File: src/include/bfly_settings.svh
`ifndef BFLY_SETTINGS_SVH
`define BFLY_SETTINGS_SVH

// coefficient lanes packed in one 128-bit word
`define BFLY_LANES 8
`define BFLY_COEF_W 16

// prime modulus of the ring
`define BFLY_Q 12289

// -q^-1 mod 2^16, so q * this == -1 mod R
`define BFLY_QINV_NEG 12287

// result slots in the output FIFO, 2 or more
`define BFLY_BUF_DEPTH 8

`endif
File: src/hw/bfly_pkg.sv
`include "bfly_settings.svh"

package bfly_pkg;

    // one coefficient, always kept below q on the ports
    typedef logic [`BFLY_COEF_W-1:0] coef_t;

    // lane 0 sits in the low 16 bits
    typedef coef_t [`BFLY_LANES-1:0] word_t;

    // full b*w product before reduction
    typedef logic [2*`BFLY_COEF_W-1:0] prod_t;

endpackage

File: src/hw/out_buffer.sv
`include "bfly_settings.svh"

module out_buffer (
    input  logic            clk,
    input  logic            rst_n,
    input  logic            i_wr,
    input  bfly_pkg::word_t i_ao,
    input  bfly_pkg::word_t i_bo,
    input  logic            i_accept,
    input  logic            o_rdy,
    output logic            i_rdy,
    output logic            o_vld,
    output bfly_pkg::word_t o_ao,
    output bfly_pkg::word_t o_bo
);
    import bfly_pkg::*;

    localparam int PTR_W = $clog2(`BFLY_BUF_DEPTH);
    localparam int CNT_W = $clog2(`BFLY_BUF_DEPTH + 1);

    word_t            mem_ao [`BFLY_BUF_DEPTH];
    word_t            mem_bo [`BFLY_BUF_DEPTH];
    logic [PTR_W-1:0] wr_ptr;
    logic [PTR_W-1:0] rd_ptr;
    logic [CNT_W-1:0] stored_cnt;   // entries sitting in the FIFO
    logic [CNT_W-1:0] flight_cnt;   // accepted, not yet written
    logic [CNT_W:0]   total;
    logic             pop;

    // circular pointers, depth need not be a power of two
    function automatic logic [PTR_W-1:0] next_ptr(logic [PTR_W-1:0] p);
        if (p == PTR_W'(`BFLY_BUF_DEPTH - 1)) begin
            return '0;
        end
        return p + 1'b1;
    endfunction

    assign pop   = o_vld & o_rdy;
    assign total = stored_cnt + flight_cnt;

    // every word in flight already owns a slot, so the
    // pipeline can never write into a full FIFO
    assign i_rdy = total < (CNT_W+1)'(`BFLY_BUF_DEPTH);

    always_ff @(posedge clk or negedge rst_n) begin
        if (!rst_n) begin
            wr_ptr     <= '0;
            rd_ptr     <= '0;
            stored_cnt <= '0;
            flight_cnt <= '0;
        end else begin
            if (i_wr) begin
                wr_ptr <= next_ptr(wr_ptr);
            end
            if (pop) begin
                rd_ptr <= next_ptr(rd_ptr);
            end
            stored_cnt <= stored_cnt + CNT_W'(i_wr) - CNT_W'(pop);
            flight_cnt <= flight_cnt + CNT_W'(i_accept) - CNT_W'(i_wr);
        end
    end

    always_ff @(posedge clk) begin
        if (i_wr) begin
            mem_ao[wr_ptr] <= i_ao;
            mem_bo[wr_ptr] <= i_bo;
        end
    end

    // head entry is held until the sink takes it
    assign o_vld = stored_cnt != '0;
    assign o_ao  = mem_ao[rd_ptr];
    assign o_bo  = mem_bo[rd_ptr];

endmodule

File: config.mk
export PLATFORM = sky130hd
export DESIGN_NAME = out_buffer
export DESIGN_NICKNAME = d
export VERILOG_FILES = /design/src/hw/bfly_pkg.sv /design/src/hw/out_buffer.sv
export VERILOG_INCLUDE_DIRS = /design/src /design/src/include
export SDC_FILE = /design/constraint.sdc
export NUM_CORES = 2
export LEC_CHECK = 0
export BUFFER_PORTS_ARGS = -buffer_cell sky130_fd_sc_hd__buf_4
export CAP_MARGIN = 20
export CORE_UTILIZATION = 45
export DETAILED_ROUTE_END_ITERATION = 8
export MAX_ROUTING_LAYER = met4
export SLEW_MARGIN = 20
export SYNTH_ARGS = -nofsm -noshare
export SYNTH_HDL_FRONTEND = slang
export SYNTH_SLANG_ARGS = --single-unit
File: constraint.sdc
create_clock -name clk -period 30.7 [get_ports clk]
set_clock_uncertainty 0.2 [all_clocks]
set_input_delay 6.14 -clock clk [delete_from_list [all_inputs] [get_ports clk]]
set_output_delay 6.14 -clock clk [all_outputs]
set_load 0.005 [all_outputs]
Word-level counts from Yosys, hierarchy flattened
Memory sizes are Yosys's and may differ from the RTL's.
Cells that the tools add are included.
{"block": "totals", "ff_bits": 14, "ramBits": 2048, "in_bits": 261, "out_inout_bits": 258, "word_cells": 28, "n_memories": 2}
{"name": "mem_ao", "depth": 8, "width": 128, "rd": 1, "rd_ports_with_merged_regs": 0, "write_ports": 1, "line_no": "out_buffer.sv:21", "text": "word_t mem_ao [`BFLY_BUF_DEPTH];"}
{"name": "mem_bo", "depth": 8, "width": 128, "rd": 1, "rd_ports_with_merged_regs": 0, "write_ports": 1, "line_no": "out_buffer.sv:22", "text": "word_t mem_bo [`BFLY_BUF_DEPTH];"}
{"block": "op_classes", "addsub": 7, "order_cmp": 1, "eq_ne": 2, "n_mux": 10, "bitwise_logic": 1, "n_reduce_logical": 1}
{"op": "two-way mux 3 bit", "n": 4}
{"op": "adder 4 x 1 -> 4 bit", "n": 2}
{"op": "subtractor 4 x 1 -> 4 bit", "n": 2}
{"op": "adder 3 x 1 -> 3 bit (second input constant)", "n": 2}
{"op": "== test 3 bit (second input constant)", "n": 2}
{"op": "two-way mux 1 bit", "n": 6}
{"op": "adder 4 x 4 -> 5 bit", "n": 1}
{"op": "< comparator 5 x 4 -> 1 bit (second input constant)", "n": 1}
{"op": "nonzero test 4 bit", "n": 1}
{"op": "bitwise AND 1 bit", "n": 1}

Logic depth before layout (Yosys ltp)
{"block": "logic_depth", "word_depth": 4, "mapped_depth": 11, "depth_no_buf": 11}

Worst setup path after synthesis
OpenSTA, ideal clock, no wires.
{"block": "synth_path", "kind": "input port to flip-flop", "from": "input i_wr", "to": "memory mem_ao[0][0] (netlist bit), enable pin", "setup_time_ns": 1.186, "arrival_time_ns": 23.451, "required_time_ns": 29.314, "slack_ns": 5.863, "cell_stages": 2, "path_buffers": 0, "cell_sequence": "nand2b_1 nor3_1"}
{"block": "synth_via", "elab_chain_cells": 2}
{"element": "start: declaration", "line_no": "out_buffer.sv:6", "text": "input logic i_wr,"}
{"element": "two-way mux 1 bit", "line_no": "out_buffer.sv:64", "text": "if (i_wr) begin"}
{"element": "two-way mux 1 bit (not written as such)", "line_no": "out_buffer.sv:65", "text": "mem_ao[wr_ptr] <= i_ao;"}
{"element": "end: declaration", "line_no": "out_buffer.sv:21"}
Every way passes these cells.

==> summary.md <==
| Metric | Value |
|---|---|
| Die area | 174000 µm² |
| DRC | 0 |
| Hold Startpoint | wr_ptr[2] |
| Routability-driven placement congestion ratio | 0.739 |
| Worst Setup End Kind | output pin |
| Vias in the first global route | 35300 |
| Post-layout util | 53.0% |
| Global-route wire length before repair | 238000 µm |
| Yosys warns | 0 |
| Post-CTS setup buffers | 0 |
| DR WL/cell | roughly 26 µm |
| Via density | between 5 and 6 |
| DR iter-0 viols | 2549 |
| Routed WL | 163000 µm |
| Final-report max-slew violation count | 0 |
| Worst R2R Start | wr_ptr[2] |
| DRT antenna net count | 0 |
| Largest family of logic cells by synthesized area | multiplexers |
| Synth area leaders | edfxtp_1 (79%), mux4_2 (15%), mux2_2 (3.8%) |
| Drt pass-1 iters | 5 |
| Clock sinks | between 2000 and 2500 |
| Final setup margin | between 15000 and 20000 ps |
| Worst-path fanout max | 45 |
| Clock buffer depth | 3 |
| Seq/Total Area, Yosys | 79.6% |
| Setup_tns | 0 ps |
| Max-cap violation count | 0 |
| Maximum VDD drop | 0.000109 V |
| Synth Flop Type | edfxtp_1 |
| Hold depth | 1 |
| DIE WIDTH | ~420 µm |
| Placed cell area | 84200 µm² |
| Number of port buffers | roughly 520 |
| Total GRT Usage | 19.3% |
| Vias | 33700 |
| WHS Endpoint | wr_ptr[2] |
| Post-synthesis adder-cell area fraction | 0.309% |
| Asr flop ratio synth | 0.679% |
| Number of CTS-inserted buffers | 207 |
| Number of enable flip-flop cells after synthesis | 2048 |
| PwrDens | 95.8 nW/µm² |
| Worst R2R Path Depth | 5 |
| Fin crit period | 13120 ps |
| Relative slew margins | 21.8% |
| FF+latch count, synth | 2062 |
| Final Instance Area | 90800 µm² |
| Die height | roughly 420 µm |
| Initial Util | approximately 45% |
| Placed cells | between 5000 and 6000 |
| CTS tree | yes |
| Commonest cells post-synth | edfxtp_1 (2048), mux4_2 (512), mux2_2 (261) |
| Startpoint types | register |
| Sum of net half-perimeters after detailed placement | 89100 µm |
| Post-CTS sizing | 0 |
| Synth Area in Compound Gates | less than 1% |
| Count leader, synth | edfxtp_1 |
| Area share of the largest cell type after synthesis | 79.1% |
| XOR/XNOR share of the synthesized area | 0.0563% |
| Multiplexer share of the synthesized area | a little under a fifth |
| Fin cells | about 6200 |
| Post-Synth Simple-Gate Area | 0.108% |
| Clock slew at reported path FFs | around 60 ps |
| Post-synthesis instance area | 77700 µm² |
| Critical Path AT | around 6800 ps |
| Worst-margin pin slew | 1170 ps |
| Ports | 519 |
| Final setup viols | 0 |
| Row count | 152 |
| Area added between synthesis and finish | 16.9% |
| Setup CP Type | register to output pin |
| GR Overflow Total | 0 |
| Library cells used by synthesis | 24 |
| Syn_nets | 3322 |
| Fin crit share | 42.7% |
| Worst skew pair latency | 840 ps |
| Mean Syn Cell Area | 25.5 µm² |
| Reg-to-reg endpoint | mem_bo[1][17] |
| Synth area leader | edfxtp_1 |
| RSZ-0062 raised after global routing | false |
| Status | finished, final reports clean |
| Fmax | 76.2 MHz |
| Proportion of layout cells with a drive suffix above 1 | 42.9% |
| H-tree depth | 4 |
| Hold crit path type | register to register |
| R2R Setup Slk | 26180 ps |
| Mapped Cells | 3043 |
| Worst slack, placed | 18030 ps |
| Core ar. | 172000 µm² |
| Initial antenna violation count | 17 |
| Pleak | 0.0294 µW |
| Final Hold Viols | 0 |
| Required @ worst endpoint | 24360 ps |
| Hold-fix buffers, CTS | 0 |
| Pin count of the biggest net entering global routing | 136 |
| Final nets | roughly 4000 |
| CTS root buffer | clkbuf_16 |
-- logic make-up after synthesis --
| kind of cell | Yosys count |
|---|---|
| multiplexers | 773 |
| XOR/XNOR | 5 |
| AO/OA/AOI/OAI | 7 |
| AND/OR/NAND/NOR | 18 |
| flip-flops | 2062 |
| buffers and inverters | 160 |
| adder cells (fa/ha/maj) | 18 |
-- metrics by stage --
stage,hold slack (ps),power (µW)
finish,370,8700
global route,390,9080
CTS,370,8840
detailed placement,359,6400
global placement,341,6390
floorplan,324,5500
-- layer usage --
layer	vias to the layer above	part of all wire [%]	global-route usage (%)
met2	765	51	30.9
met5	-	0	-
met1	18300	42	25.2
li1	14500	-	-
met3	210	5.2	3.99
met4	0	2.0	5.51
-- flip-flops by register name (all words and copies together), names as in the netlist --
register,count
mem_bo,1024
wr_ptr,3
stored_cnt,4
flight_cnt,4
mem_ao,1024
rd_ptr,3
-- placed cells by master (no fill, tap or decap), types with 3 or more instances in the layout --
cell,synthesis,layout
clkinv_1,0,45
dfrtp_1,14,11
mux2_2,261,261
ha_1,16,16
clkinv_4,0,5
clkinv_2,0,41
inv_1,17,17
buf_4,0,574
clkinv_8,0,3
inv_6,0,4
clkinvlp_4,0,6
nor2_4,0,6
dfrtp_4,0,3
clkbuf_1,49,45
nand2_1,4,4
clkinv_16,0,4
bufinv_16,0,14
diode_2,0,14
edfxtp_1,2048,2048
clkbuf_16,0,209
xnor2_1,4,4
mux4_2,512,512
buf_12,0,7
inv_16,0,3
-- cell type report --
class,instances,area [µm²]
clock inverter,125,1150
inverter,17,63.8
fill,13200,80700
sequential,2062,61900
clock buffer,256,5430
antenna,14,35.0
tap,2310,2890
timing repair buffer,582,4480
multi-input combinational,821,14900
-- worst max-delay path by stage --
stage / startpoint / to / slack, ps / cells past startpoint
after global routing: rd_ptr[0] / o_ao[39] / 16800 / 8
after detailed placement: rd_ptr[0] / o_ao[107] / 18030 / 8
after CTS: rd_ptr[0] / o_bo[9] / 17070 / 8
after floorplan: i_wr / mem_ao[0][0] / 5860 / 2
final: rd_ptr[0] / o_ao[39] / 17580 / 8
after global placement: rd_ptr[0] / o_ao[107] / 18040 / 8
-- where the power goes --
group          internal, µW  leakage [µW]  switching (µW)
Clock                  1380       0.00321            1050
Combinational          1360       0.00740            1280
Sequential             3520        0.0188             124
Total                  6250        0.0294            2450
-- worst max-delay path, cell delays in order, from the launching register on --
cell and delay [ps]:
dfrtp_4 870, buf_4 690, buf_4 730, buf_4 780, buf_4 780, buf_4 850, mux4_2 600, mux2_2 290
buf_4 160
Note: power is estimated with default switching activity, not from simulation.
